### config.mk
export PLATFORM = sky130hd
export DESIGN_NAME = vgaController
export DESIGN_NICKNAME = d
export VERILOG_FILES = /design/src/source/vgaPixelPkg.sv /design/src/source/vgaRegPkg.sv /design/src/source/configRegisters.sv /design/src/source/pixelAddressGen.sv /design/src/source/pixelOutput.sv /design/src/source/scanCounter.sv /design/src/source/syncFsm.sv /design/src/source/vgaController.sv
export SDC_FILE = /design/constraint.sdc
export NUM_CORES = 1
export LEC_CHECK = 0
export ABC_CLOCK_PERIOD_IN_PS = 2650
export BUFFER_PORTS_ARGS = -buffer_cell sky130_fd_sc_hd__buf_2
export CAP_MARGIN = 20
export CORE_ASPECT_RATIO = 0.7
export CORE_MARGIN = 2
export CORE_UTILIZATION = 53
export DETAILED_ROUTE_END_ITERATION = 8
export MAX_ROUTING_LAYER = met4
export PLACE_DENSITY = 0.77
export SYNTH_ARGS = -nofsm -noshare
export SYNTH_HDL_FRONTEND = slang
export SYNTH_SLANG_ARGS = --single-unit
export TNS_END_PERCENT = 30
### constraint.sdc
create_clock -name vga_clk -period 2.65 [get_ports vga_clk]
set_input_delay 0.53 -clock vga_clk [delete_from_list [all_inputs] [get_ports vga_clk]]
set_output_delay 0.53 -clock vga_clk [all_outputs]
set_load 0.005 [all_outputs]
### src/source/vgaPixelPkg.sv
`default_nettype none

package vgaPixelPkg;

	// One pixel is 2 bits each of red, green and blue
	localparam int COLOUR_BITS = 6;
	localparam int PIXELS_PER_WORD = 5;
	localparam int SUB_PIXEL_BITS = 3;

	// Raw mode address is {row, word, 2'b00}
	localparam int VERTICAL_BITS = 7;
	localparam int HORIZONTAL_BITS = 4;

	typedef enum logic [1:0] {
		DRAW_RAW = 2'b00,
		DRAW_TIGHT = 2'b01,
		DRAW_RESERVED_2 = 2'b10,
		DRAW_RESERVED_3 = 2'b11
	} drawMode_e;

endpackage

`default_nettype wire

### src/source/vgaRegPkg.sv
`default_nettype none

package vgaRegPkg;

	// Block select on busAddress[23:12]
	localparam logic [11:0] CONFIG_BASE = 12'h010;

	// Register offsets on busAddress[11:0]
	localparam logic [11:0] REG_H_VISIBLE = 12'h000;
	localparam logic [11:0] REG_H_FRONT = 12'h004;
	localparam logic [11:0] REG_H_SYNC = 12'h008;
	localparam logic [11:0] REG_H_WHOLE = 12'h00C;
	localparam logic [11:0] REG_V_VISIBLE = 12'h010;
	localparam logic [11:0] REG_V_FRONT = 12'h014;
	localparam logic [11:0] REG_V_SYNC = 12'h018;
	localparam logic [11:0] REG_V_WHOLE = 12'h01C;
	localparam logic [11:0] REG_CONFIG = 12'h020;

	localparam int H_WIDTH = 11;
	localparam int V_WIDTH = 10;

	// 800 x 600 at 60 Hz, each value is the last count of its phase
	localparam logic [H_WIDTH-1:0] DEFAULT_H_VISIBLE = 799;
	localparam logic [H_WIDTH-1:0] DEFAULT_H_FRONT = 839;
	localparam logic [H_WIDTH-1:0] DEFAULT_H_SYNC = 967;
	localparam logic [H_WIDTH-1:0] DEFAULT_H_WHOLE = 1055;
	localparam logic [V_WIDTH-1:0] DEFAULT_V_VISIBLE = 599;
	localparam logic [V_WIDTH-1:0] DEFAULT_V_FRONT = 600;
	localparam logic [V_WIDTH-1:0] DEFAULT_V_SYNC = 604;
	localparam logic [V_WIDTH-1:0] DEFAULT_V_WHOLE = 627;

	// Both pixel sizes 0xA, raw draw mode
	localparam logic [9:0] DEFAULT_CONFIG = 10'h0AA;

	typedef struct packed {
		logic [1:0] drawMode;
		logic [3:0] verticalPixelSize;
		logic [3:0] horizontalPixelSize;
	} configFields_t;

	// Same word seen as bus data or as its fields
	typedef union packed {
		logic [9:0] raw;
		configFields_t fields;
	} configWord_u;

endpackage

`default_nettype wire

### src/source/configRegisters.sv
`timescale 1ns/10ps
`default_nettype none

module configRegisters (
	input wire vga_clk,
	input wire rstN,
	input wire busWe,
	input wire busOe,
	input wire [23:0] busAddress,
	input wire [3:0] busByteSelect,
	input wire [31:0] busDataWrite,
	output logic [31:0] busDataRead,
	output logic requestOutput,
	output logic [vgaRegPkg::H_WIDTH-1:0] hVisibleCmp,
	output logic [vgaRegPkg::H_WIDTH-1:0] hFrontCmp,
	output logic [vgaRegPkg::H_WIDTH-1:0] hSyncCmp,
	output logic [vgaRegPkg::H_WIDTH-1:0] hWholeCmp,
	output logic [vgaRegPkg::V_WIDTH-1:0] vVisibleCmp,
	output logic [vgaRegPkg::V_WIDTH-1:0] vFrontCmp,
	output logic [vgaRegPkg::V_WIDTH-1:0] vSyncCmp,
	output logic [vgaRegPkg::V_WIDTH-1:0] vWholeCmp,
	output logic [3:0] horizontalPixelSize,
	output logic [3:0] verticalPixelSize,
	output logic [1:0] drawMode
);
	localparam int HW = vgaRegPkg::H_WIDTH;
	localparam int VW = vgaRegPkg::V_WIDTH;

	logic blockSelected;
	logic [11:0] regOffset;
	logic [31:0] writeMask;
	logic regHit;
	logic [31:0] readValue;
	vgaRegPkg::configWord_u configWord;

	// Keep the lanes that are not selected
	function automatic logic [31:0] mergeWrite(input logic [31:0] current);
		return (current & ~writeMask) | (busDataWrite & writeMask);
	endfunction

	assign blockSelected = busAddress[23:12] == vgaRegPkg::CONFIG_BASE;
	assign regOffset = busAddress[11:0];
	assign writeMask = {{8{busByteSelect[3]}}, {8{busByteSelect[2]}},
		{8{busByteSelect[1]}}, {8{busByteSelect[0]}}};

	always_ff @(posedge vga_clk) begin
		if (!rstN) begin
			hVisibleCmp <= vgaRegPkg::DEFAULT_H_VISIBLE;
			hFrontCmp <= vgaRegPkg::DEFAULT_H_FRONT;
			hSyncCmp <= vgaRegPkg::DEFAULT_H_SYNC;
			hWholeCmp <= vgaRegPkg::DEFAULT_H_WHOLE;
			vVisibleCmp <= vgaRegPkg::DEFAULT_V_VISIBLE;
			vFrontCmp <= vgaRegPkg::DEFAULT_V_FRONT;
			vSyncCmp <= vgaRegPkg::DEFAULT_V_SYNC;
			vWholeCmp <= vgaRegPkg::DEFAULT_V_WHOLE;
			configWord.raw <= vgaRegPkg::DEFAULT_CONFIG;
		end else if (busWe && blockSelected) begin
			case (regOffset)
				vgaRegPkg::REG_H_VISIBLE: hVisibleCmp <= HW'(mergeWrite(32'(hVisibleCmp)));
				vgaRegPkg::REG_H_FRONT: hFrontCmp <= HW'(mergeWrite(32'(hFrontCmp)));
				vgaRegPkg::REG_H_SYNC: hSyncCmp <= HW'(mergeWrite(32'(hSyncCmp)));
				vgaRegPkg::REG_H_WHOLE: hWholeCmp <= HW'(mergeWrite(32'(hWholeCmp)));
				vgaRegPkg::REG_V_VISIBLE: vVisibleCmp <= VW'(mergeWrite(32'(vVisibleCmp)));
				vgaRegPkg::REG_V_FRONT: vFrontCmp <= VW'(mergeWrite(32'(vFrontCmp)));
				vgaRegPkg::REG_V_SYNC: vSyncCmp <= VW'(mergeWrite(32'(vSyncCmp)));
				vgaRegPkg::REG_V_WHOLE: vWholeCmp <= VW'(mergeWrite(32'(vWholeCmp)));
				vgaRegPkg::REG_CONFIG: configWord.raw <= 10'(mergeWrite(32'(configWord.raw)));
				default: ;
			endcase
		end
	end

	// Read-back, zero extended
	always_comb begin
		regHit = blockSelected;
		readValue = '1;
		case (regOffset)
			vgaRegPkg::REG_H_VISIBLE: readValue = 32'(hVisibleCmp);
			vgaRegPkg::REG_H_FRONT: readValue = 32'(hFrontCmp);
			vgaRegPkg::REG_H_SYNC: readValue = 32'(hSyncCmp);
			vgaRegPkg::REG_H_WHOLE: readValue = 32'(hWholeCmp);
			vgaRegPkg::REG_V_VISIBLE: readValue = 32'(vVisibleCmp);
			vgaRegPkg::REG_V_FRONT: readValue = 32'(vFrontCmp);
			vgaRegPkg::REG_V_SYNC: readValue = 32'(vSyncCmp);
			vgaRegPkg::REG_V_WHOLE: readValue = 32'(vWholeCmp);
			vgaRegPkg::REG_CONFIG: readValue = 32'(configWord.raw);
			default: regHit = 1'b0;
		endcase
	end

	// Unmapped offsets and other blocks read as all ones
	assign busDataRead = regHit ? readValue : '1;
	assign requestOutput = busOe && regHit;

	assign horizontalPixelSize = configWord.fields.horizontalPixelSize;
	assign verticalPixelSize = configWord.fields.verticalPixelSize;
	assign drawMode = configWord.fields.drawMode;

endmodule

`default_nettype wire

### src/source/pixelAddressGen.sv
`timescale 1ns/10ps
`default_nettype none

module pixelAddressGen #(
	parameter int ADDRESS_BITS = 13
) (
	input wire vga_clk,
	input wire rstN,
	input wire hVisible,
	input wire vVisible,
	input wire lineEnd,
	input wire frameEnd,
	input wire [3:0] horizontalPixelSize,
	input wire [3:0] verticalPixelSize,
	input wire [1:0] drawMode,
	output logic [ADDRESS_BITS-1:0] memAddress,
	output logic loadPixel,
	output logic [vgaPixelPkg::SUB_PIXEL_BITS-1:0] subPixel
);
	localparam int HB = vgaPixelPkg::HORIZONTAL_BITS;
	localparam int VB = vgaPixelPkg::VERTICAL_BITS;
	localparam int SB = vgaPixelPkg::SUB_PIXEL_BITS;
	localparam logic [SB-1:0] LAST_SUB_PIXEL = SB'(vgaPixelPkg::PIXELS_PER_WORD - 1);

	logic [3:0] hStretch;
	logic [3:0] vStretch;
	logic [SB-1:0] subCount;
	logic [HB-1:0] wordIndex;
	logic [VB-1:0] rowIndex;
	logic [ADDRESS_BITS-3:0] linearWord;
	logic wordStart;
	logic [ADDRESS_BITS-1:0] rawAddress;
	logic [ADDRESS_BITS-1:0] tightAddress;

	// First cycle of a word inside the visible frame
	assign wordStart = hVisible && vVisible && hStretch == '0 && subCount == '0;
	assign rawAddress = ADDRESS_BITS'({rowIndex, wordIndex, 2'b00});
	assign tightAddress = {linearWord, 2'b00};

	// Position within the line, held at zero through horizontal blanking
	always_ff @(posedge vga_clk) begin
		if (!rstN || !hVisible || lineEnd) begin
			hStretch <= '0;
			subCount <= '0;
			wordIndex <= '0;
		end else begin
			if (wordStart) begin
				wordIndex <= wordIndex + 1'b1;
			end
			if (hStretch == horizontalPixelSize) begin
				hStretch <= '0;
				subCount <= (subCount == LAST_SUB_PIXEL) ? '0 : subCount + 1'b1;
			end else begin
				hStretch <= hStretch + 1'b1;
			end
		end
	end

	// Row advances once every verticalPixelSize+1 visible lines
	always_ff @(posedge vga_clk) begin
		if (!rstN || frameEnd || (lineEnd && !vVisible)) begin
			rowIndex <= '0;
			vStretch <= '0;
		end else if (lineEnd) begin
			if (vStretch == verticalPixelSize) begin
				vStretch <= '0;
				rowIndex <= rowIndex + 1'b1;
			end else begin
				vStretch <= vStretch + 1'b1;
			end
		end
	end

	// Tight mode word pointer, next word to fetch
	always_ff @(posedge vga_clk) begin
		if (!rstN || frameEnd) begin
			linearWord <= '0;
		end else if (wordStart) begin
			linearWord <= linearWord + 1'b1;
		end
	end

	// Address, strobe and sub-pixel leave together one cycle after wordStart
	always_ff @(posedge vga_clk) begin
		if (!rstN) begin
			memAddress <= '0;
			loadPixel <= 1'b0;
			subPixel <= '0;
		end else begin
			loadPixel <= wordStart;
			subPixel <= subCount;
			if (wordStart) begin
				case (drawMode)
					vgaPixelPkg::DRAW_TIGHT: memAddress <= tightAddress;
					// Reserved codes fall back to raw
					default: memAddress <= rawAddress;
				endcase
			end
		end
	end

endmodule

`default_nettype wire

### src/source/pixelOutput.sv
`timescale 1ns/10ps
`default_nettype none

module pixelOutput (
	input wire vga_clk,
	input wire rstN,
	input wire loadPixel,
	input wire [vgaPixelPkg::SUB_PIXEL_BITS-1:0] subPixel,
	input wire hSyncRaw,
	input wire vSyncRaw,
	input wire [31:0] memData,
	output logic [1:0] vgaR,
	output logic [1:0] vgaG,
	output logic [1:0] vgaB,
	output logic vgaHsync,
	output logic vgaVsync
);
	localparam int CB = vgaPixelPkg::COLOUR_BITS;

	logic loadDelay;
	logic [vgaPixelPkg::SUB_PIXEL_BITS-1:0] subStage1;
	logic [vgaPixelPkg::SUB_PIXEL_BITS-1:0] subStage2;
	logic [31:0] pixelWord;
	logic [1:0] hSyncDelay;
	logic [1:0] vSyncDelay;
	logic [CB-1:0] pixel;

	always_ff @(posedge vga_clk) begin
		if (!rstN) begin
			loadDelay <= 1'b0;
			subStage1 <= '0;
			subStage2 <= '0;
			pixelWord <= '0;
			hSyncDelay <= '1;
			vSyncDelay <= '1;
		end else begin
			// memData is valid the cycle after loadPixel
			loadDelay <= loadPixel;
			if (loadDelay) begin
				pixelWord <= memData;
			end
			subStage1 <= subPixel;
			subStage2 <= subStage1;
			hSyncDelay <= {hSyncDelay[0], hSyncRaw};
			vSyncDelay <= {vSyncDelay[0], vSyncRaw};
		end
	end

	// Field 0 sits in the low bits of the word
	assign pixel = pixelWord[CB * subStage2 +: CB];
	assign vgaR = pixel[1:0];
	assign vgaG = pixel[3:2];
	assign vgaB = pixel[5:4];
	assign vgaHsync = hSyncDelay[1];
	assign vgaVsync = vSyncDelay[1];

endmodule

`default_nettype wire

### src/source/scanCounter.sv
`timescale 1ns/10ps
`default_nettype none

module scanCounter #(
	parameter int H_BITS = 11,
	parameter int V_BITS = 10
) (
	input wire vga_clk,
	input wire rstN,
	input wire [H_BITS-1:0] hWholeCmp,
	input wire [V_BITS-1:0] vWholeCmp,
	output logic [H_BITS-1:0] hCount,
	output logic [V_BITS-1:0] vCount,
	output logic lineEnd,
	output logic frameEnd
);
	// Greater-or-equal also pulls back a count left past a shortened line
	assign lineEnd = hCount >= hWholeCmp;
	assign frameEnd = lineEnd && (vCount >= vWholeCmp);

	always_ff @(posedge vga_clk) begin
		if (!rstN) begin
			hCount <= '0;
			vCount <= '0;
		end else if (lineEnd) begin
			hCount <= '0;
			// One vertical step per line
			if (frameEnd) begin
				vCount <= '0;
			end else begin
				vCount <= vCount + 1'b1;
			end
		end else begin
			hCount <= hCount + 1'b1;
		end
	end

endmodule

`default_nettype wire

### src/source/syncFsm.sv
`timescale 1ns/10ps
`default_nettype none

module syncFsm (
	input wire vga_clk,
	input wire rstN,
	input wire [vgaRegPkg::H_WIDTH-1:0] hCount,
	input wire [vgaRegPkg::V_WIDTH-1:0] vCount,
	input wire lineEnd,
	input wire frameEnd,
	input wire [vgaRegPkg::H_WIDTH-1:0] hVisibleCmp,
	input wire [vgaRegPkg::H_WIDTH-1:0] hFrontCmp,
	input wire [vgaRegPkg::H_WIDTH-1:0] hSyncCmp,
	input wire [vgaRegPkg::V_WIDTH-1:0] vVisibleCmp,
	input wire [vgaRegPkg::V_WIDTH-1:0] vFrontCmp,
	input wire [vgaRegPkg::V_WIDTH-1:0] vSyncCmp,
	output logic hVisible,
	output logic vVisible,
	output logic hSyncRaw,
	output logic vSyncRaw
);
	localparam logic [1:0] PHASE_VISIBLE = 2'd0;
	localparam logic [1:0] PHASE_FRONT = 2'd1;
	localparam logic [1:0] PHASE_SYNC = 2'd2;
	localparam logic [1:0] PHASE_BACK = 2'd3;

	logic [1:0] hPhase;
	logic [1:0] vPhase;

	// Shared step for both axes, the whole-period end restarts from any phase
	function automatic logic [1:0] nextPhase(input logic [1:0] phase, input logic visibleEnd,
		input logic frontEnd, input logic syncEnd, input logic wholeEnd);
		logic [1:0] next;
		next = phase;
		if (wholeEnd) begin
			next = PHASE_VISIBLE;
		end else begin
			case (phase)
				PHASE_VISIBLE: next = visibleEnd ? PHASE_FRONT : phase;
				PHASE_FRONT: next = frontEnd ? PHASE_SYNC : phase;
				PHASE_SYNC: next = syncEnd ? PHASE_BACK : phase;
				default: next = phase;
			endcase
		end
		return next;
	endfunction

	always_ff @(posedge vga_clk) begin
		if (!rstN) begin
			hPhase <= PHASE_VISIBLE;
			vPhase <= PHASE_VISIBLE;
		end else begin
			hPhase <= nextPhase(hPhase, hCount == hVisibleCmp, hCount == hFrontCmp,
				hCount == hSyncCmp, lineEnd);
			// Vertical phase only moves at the end of a line
			if (lineEnd) begin
				vPhase <= nextPhase(vPhase, vCount == vVisibleCmp, vCount == vFrontCmp,
					vCount == vSyncCmp, frameEnd);
			end
		end
	end

	assign hVisible = hPhase == PHASE_VISIBLE;
	assign vVisible = vPhase == PHASE_VISIBLE;
	// Sync is active low
	assign hSyncRaw = hPhase != PHASE_SYNC;
	assign vSyncRaw = vPhase != PHASE_SYNC;

endmodule

`default_nettype wire

### src/source/vgaController.sv
`timescale 1ns/10ps
`default_nettype none

module vgaController #(
	parameter int ADDRESS_BITS = 13
) (
	input wire vga_clk,
	input wire rstN,
	input wire busWe,
	input wire busOe,
	input wire [23:0] busAddress,
	input wire [3:0] busByteSelect,
	input wire [31:0] busDataWrite,
	output logic [31:0] busDataRead,
	output logic requestOutput,
	output logic [ADDRESS_BITS-1:0] memAddress,
	input wire [31:0] memData,
	output logic [1:0] vgaR,
	output logic [1:0] vgaG,
	output logic [1:0] vgaB,
	output logic vgaHsync,
	output logic vgaVsync
);
	// Sync timing compares
	logic [vgaRegPkg::H_WIDTH-1:0] hVisibleCmp;
	logic [vgaRegPkg::H_WIDTH-1:0] hFrontCmp;
	logic [vgaRegPkg::H_WIDTH-1:0] hSyncCmp;
	logic [vgaRegPkg::H_WIDTH-1:0] hWholeCmp;
	logic [vgaRegPkg::V_WIDTH-1:0] vVisibleCmp;
	logic [vgaRegPkg::V_WIDTH-1:0] vFrontCmp;
	logic [vgaRegPkg::V_WIDTH-1:0] vSyncCmp;
	logic [vgaRegPkg::V_WIDTH-1:0] vWholeCmp;

	logic [3:0] horizontalPixelSize;
	logic [3:0] verticalPixelSize;
	logic [1:0] drawMode;

	logic [vgaRegPkg::H_WIDTH-1:0] hCount;
	logic [vgaRegPkg::V_WIDTH-1:0] vCount;
	logic lineEnd;
	logic frameEnd;

	logic hVisible;
	logic vVisible;
	logic hSyncRaw;
	logic vSyncRaw;

	logic loadPixel;
	logic [vgaPixelPkg::SUB_PIXEL_BITS-1:0] subPixel;

	configRegisters configRegisters_inst (
		.vga_clk(vga_clk), .rstN(rstN),
		.busWe(busWe), .busOe(busOe), .busAddress(busAddress),
		.busByteSelect(busByteSelect), .busDataWrite(busDataWrite),
		.busDataRead(busDataRead), .requestOutput(requestOutput),
		.hVisibleCmp(hVisibleCmp), .hFrontCmp(hFrontCmp),
		.hSyncCmp(hSyncCmp), .hWholeCmp(hWholeCmp),
		.vVisibleCmp(vVisibleCmp), .vFrontCmp(vFrontCmp),
		.vSyncCmp(vSyncCmp), .vWholeCmp(vWholeCmp),
		.horizontalPixelSize(horizontalPixelSize),
		.verticalPixelSize(verticalPixelSize), .drawMode(drawMode)
	);

	scanCounter #(
		.H_BITS(vgaRegPkg::H_WIDTH),
		.V_BITS(vgaRegPkg::V_WIDTH)
	) scanCounter_inst (
		.vga_clk(vga_clk), .rstN(rstN),
		.hWholeCmp(hWholeCmp), .vWholeCmp(vWholeCmp),
		.hCount(hCount), .vCount(vCount),
		.lineEnd(lineEnd), .frameEnd(frameEnd)
	);

	syncFsm syncFsm_inst (
		.vga_clk(vga_clk), .rstN(rstN),
		.hCount(hCount), .vCount(vCount),
		.lineEnd(lineEnd), .frameEnd(frameEnd),
		.hVisibleCmp(hVisibleCmp), .hFrontCmp(hFrontCmp), .hSyncCmp(hSyncCmp),
		.vVisibleCmp(vVisibleCmp), .vFrontCmp(vFrontCmp), .vSyncCmp(vSyncCmp),
		.hVisible(hVisible), .vVisible(vVisible),
		.hSyncRaw(hSyncRaw), .vSyncRaw(vSyncRaw)
	);

	pixelAddressGen #(
		.ADDRESS_BITS(ADDRESS_BITS)
	) pixelAddressGen_inst (
		.vga_clk(vga_clk), .rstN(rstN),
		.hVisible(hVisible), .vVisible(vVisible),
		.lineEnd(lineEnd), .frameEnd(frameEnd),
		.horizontalPixelSize(horizontalPixelSize),
		.verticalPixelSize(verticalPixelSize), .drawMode(drawMode),
		.memAddress(memAddress), .loadPixel(loadPixel), .subPixel(subPixel)
	);

	pixelOutput pixelOutput_inst (
		.vga_clk(vga_clk), .rstN(rstN),
		.loadPixel(loadPixel), .subPixel(subPixel),
		.hSyncRaw(hSyncRaw), .vSyncRaw(vSyncRaw), .memData(memData),
		.vgaR(vgaR), .vgaG(vgaG), .vgaB(vgaB),
		.vgaHsync(vgaHsync), .vgaVsync(vgaVsync)
	);

endmodule

`default_nettype wire

==> impl_metrics.toml <==
[sta]
slew_viol_final = 0
finalHoldViolCount = 0
relSlewSlack = 0.3318
finClkSkew_ps = 10.45
fin_setup_tns_ps = 0
grt_setup_unrepaired = "false"
setup_viol = 0
clock.fmax_ghz = 0.3867
min_period_ps = 2586
worstMarginPinSlew_ps = 993.1
setup_slack_ps = 64.00
finalCritPeriodShare = 0.9758

[logic_synthesis]
synth_cell_types = 60
post-synth-top-count-cell = "dfxtp_1"
synthTopCellsByCount = "dfxtp_1, mux2i_1, nand2_1"
synth_edf_count = 0
ys_seq_elements = 210
netlist_area_sq_um = 11040
async_flop_share = 0
synth_seq_area_share = 0.3810
syn-mean-instance-area_sq_um = 8.994
yosys.area.top_type = "dfxtp_1"
yosysTopAreaCellShare = 0.3810
ys.warnings.count = 0
synth_cells = 1227
ys.flop_type = "dfxtp_1"
yosys-top-cells-area = "dfxtp_1, mux2i_1, xnor2_1"

[drt]
dr.pass1.iters = 6
avgRoutedWirePerCell_microns = 18.47
drc_errors = 0
routed_wirelength_microns = 29610
via_per_inst = 5.735
drt_iter0_drc = 955
ant_nets = 0
vias = 9193

[floorplan]
io_pins = 150
die_width_microns = 176.5
row_count = 44
core_sq_um = 20590
dieArea_sq_um = 22010
start_util = 0.5360
die_h_microns = 124.7

[layout]
synthToLayoutAreaGrowth_pct = 14.52
drive_above_1_share = 0.1802
postLayoutCellArea_sq_um = 12640
seq_area_sq_um = 4205
fin_nets = 1446
multi_input_area_sq_um = 6175
layoutNonFillerInstCount = 1603
nFillCells = 1766

[grt]
grt_usage = 0.2743
grt_pass1_vias = 8693
antenna_found_initial = 1
grt_max_degree = 60
grt_pass1_wl_microns = 47070
gr-total-overflow = 0

[critical_path]
timing.rr.end = "scanCounter_inst.vCount[7]"
critPathArrivalTime_ps = 2060
critPathLaunchType = "primary input"
critical_path_class = "in2out"
required_ps = 2120
reg2reg_depth = 9
r2r_setup_slack_ps = 160
crit_fanout = 6
end_kind = "output pin"

[cts]
clk_path_buf_depth = 3
cts_tree = "yes"
clk_pin_slew_ps = 60
cts_max_level = 1
clockRootBuffer = "clkbuf_16"
worstSkewPairLatency_ps = 500
cts_buffers = 21
clkSinkCount = 210

[placed_design]
place_area_sq_um = 11920
place_ws_ps = 26.57
gp_congestion = 0.9790
port_buffers = 124
hpwl_microns = 21450
placed_cells = 1564

[power]
peakVddDrop_uv = 392.6
power.total_mw = 6.866
p_leak_nw = 5.338
power.density_nw_per_um2 = 543.3

[hold_path]
hp-class = "in2reg"
hold-path-endpoint = "pixelOutput_inst.pixelWord[13]"
worstHoldStart = "memData[13]"
hold-path-cell-count = 3

[run]
cap_violations = 0

[run_status]
status = "finished, final reports clean"
metrics by stage:
stage | hold WS (ps) | util
floorplan | 386.3 | -
global placement | 394.6 | 0.5789
detailed placement | 403.7 | 0.5789
CTS | 280.2 | 0.6125
global route | 289.6 | 0.6138
finish | 286.7 | 0.6138
kinds of logic (layout without fill, tap and decap cells):
group / Yosys count / in the layout / share of synthesized area
buf+inv: 155 / 253 / 0.06247
simple gates: 394 / 394 / 0.1845
other cells: 1 / 3 / 0.0003398
mux: 141 / 141 / 0.1358
compound gates: 179 / 179 / 0.1060
fa+ha+maj: 39 / 39 / 0.04422
flops: 210 / 210 / 0.3810
xor+xnor: 108 / 108 / 0.08571
metal layers:
metal	wire length [microns]	track usage
met1	13950	0.3983
met2	11940	0.3852
met3	3257	0.07051
met4	464	0.05007
met5	0	-
cell type report:
class | count | share of cell area
flip-flops and latches | 210 | 0.3327
diodes | 1 | 0.0001980
multi-input cells | 863 | 0.4886
inverters | 42 | 0.01277
clock buffers | 31 | 0.04772
repair buffers | 173 | 0.08365
clock inverters | 7 | 0.007029
well taps | 276 | 0.02732
cells in the final DEF, fill, tap and decap left out, types with 4 or more instances in the layout:
cell type,instances
a22oi_1,4
buf_2,123
nand4_1,21
a21boi_1,11
buf_12,5
a211oi_1,9
mux4_2,7
a221oi_1,5
nor3_1,4
nand3_1,53
o2111ai_1,7
nand2b_1,10
inv_1,41
and2_1,16
o21ai_0,62
a21oi_1,33
xnor2_1,66
buf_4,44
dfxtp_1,209
o221a_2,5
and3_1,8
mux2i_1,134
xor2_1,42
clkbuf_8,4
a21boi_0,10
o31ai_1,4
clkbuf_1,6
clkbuf_16,21
o211a_1,11
clkinv_2,4
nand2_1,116
nor4_1,7
nor2_4,4
o22ai_1,7
nor2b_1,58
nor2_1,71
ha_1,39
worst max path at each step:
stage	start	to	slack (ps)
2_1_floorplan	busAddress[11]	busDataRead[12]	6
3_3_place_gp	busAddress[11]	busDataRead[6]	60
3_5_place_dp	busAddress[11]	busDataRead[6]	30
4_1_cts	busAddress[9]	busDataRead[6]	20
5_1_grt	busAddress[2]	busDataRead[6]	2
6_report	busAddress[3]	busDataRead[3]	60
power by group:
| group | total [mW] | switching, mW | internal [mW] |
|---|---|---|---|
| registers | 3.34 | 0.0927 | 3.24 |
| clock network | 3.00 | 1.23 | 1.77 |
| logic | 0.526 | 0.280 | 0.246 |
worst max-delay path, cell delays in order:
cell       delay, ps
buf_2            160
and4b_1          250
buf_4            180
and2_1           250
a21oi_1          320
o2111ai_1        190
buf_2            170
repair_timing:
action | in CTS | in global routing
setup buffers | 0 | 0
endpoints found under the setup margin | 0 | 44
hold buffers | 0 | 0
gates resized for setup | 0 | 9
Note: power is estimated with default switching activity, not from simulation.
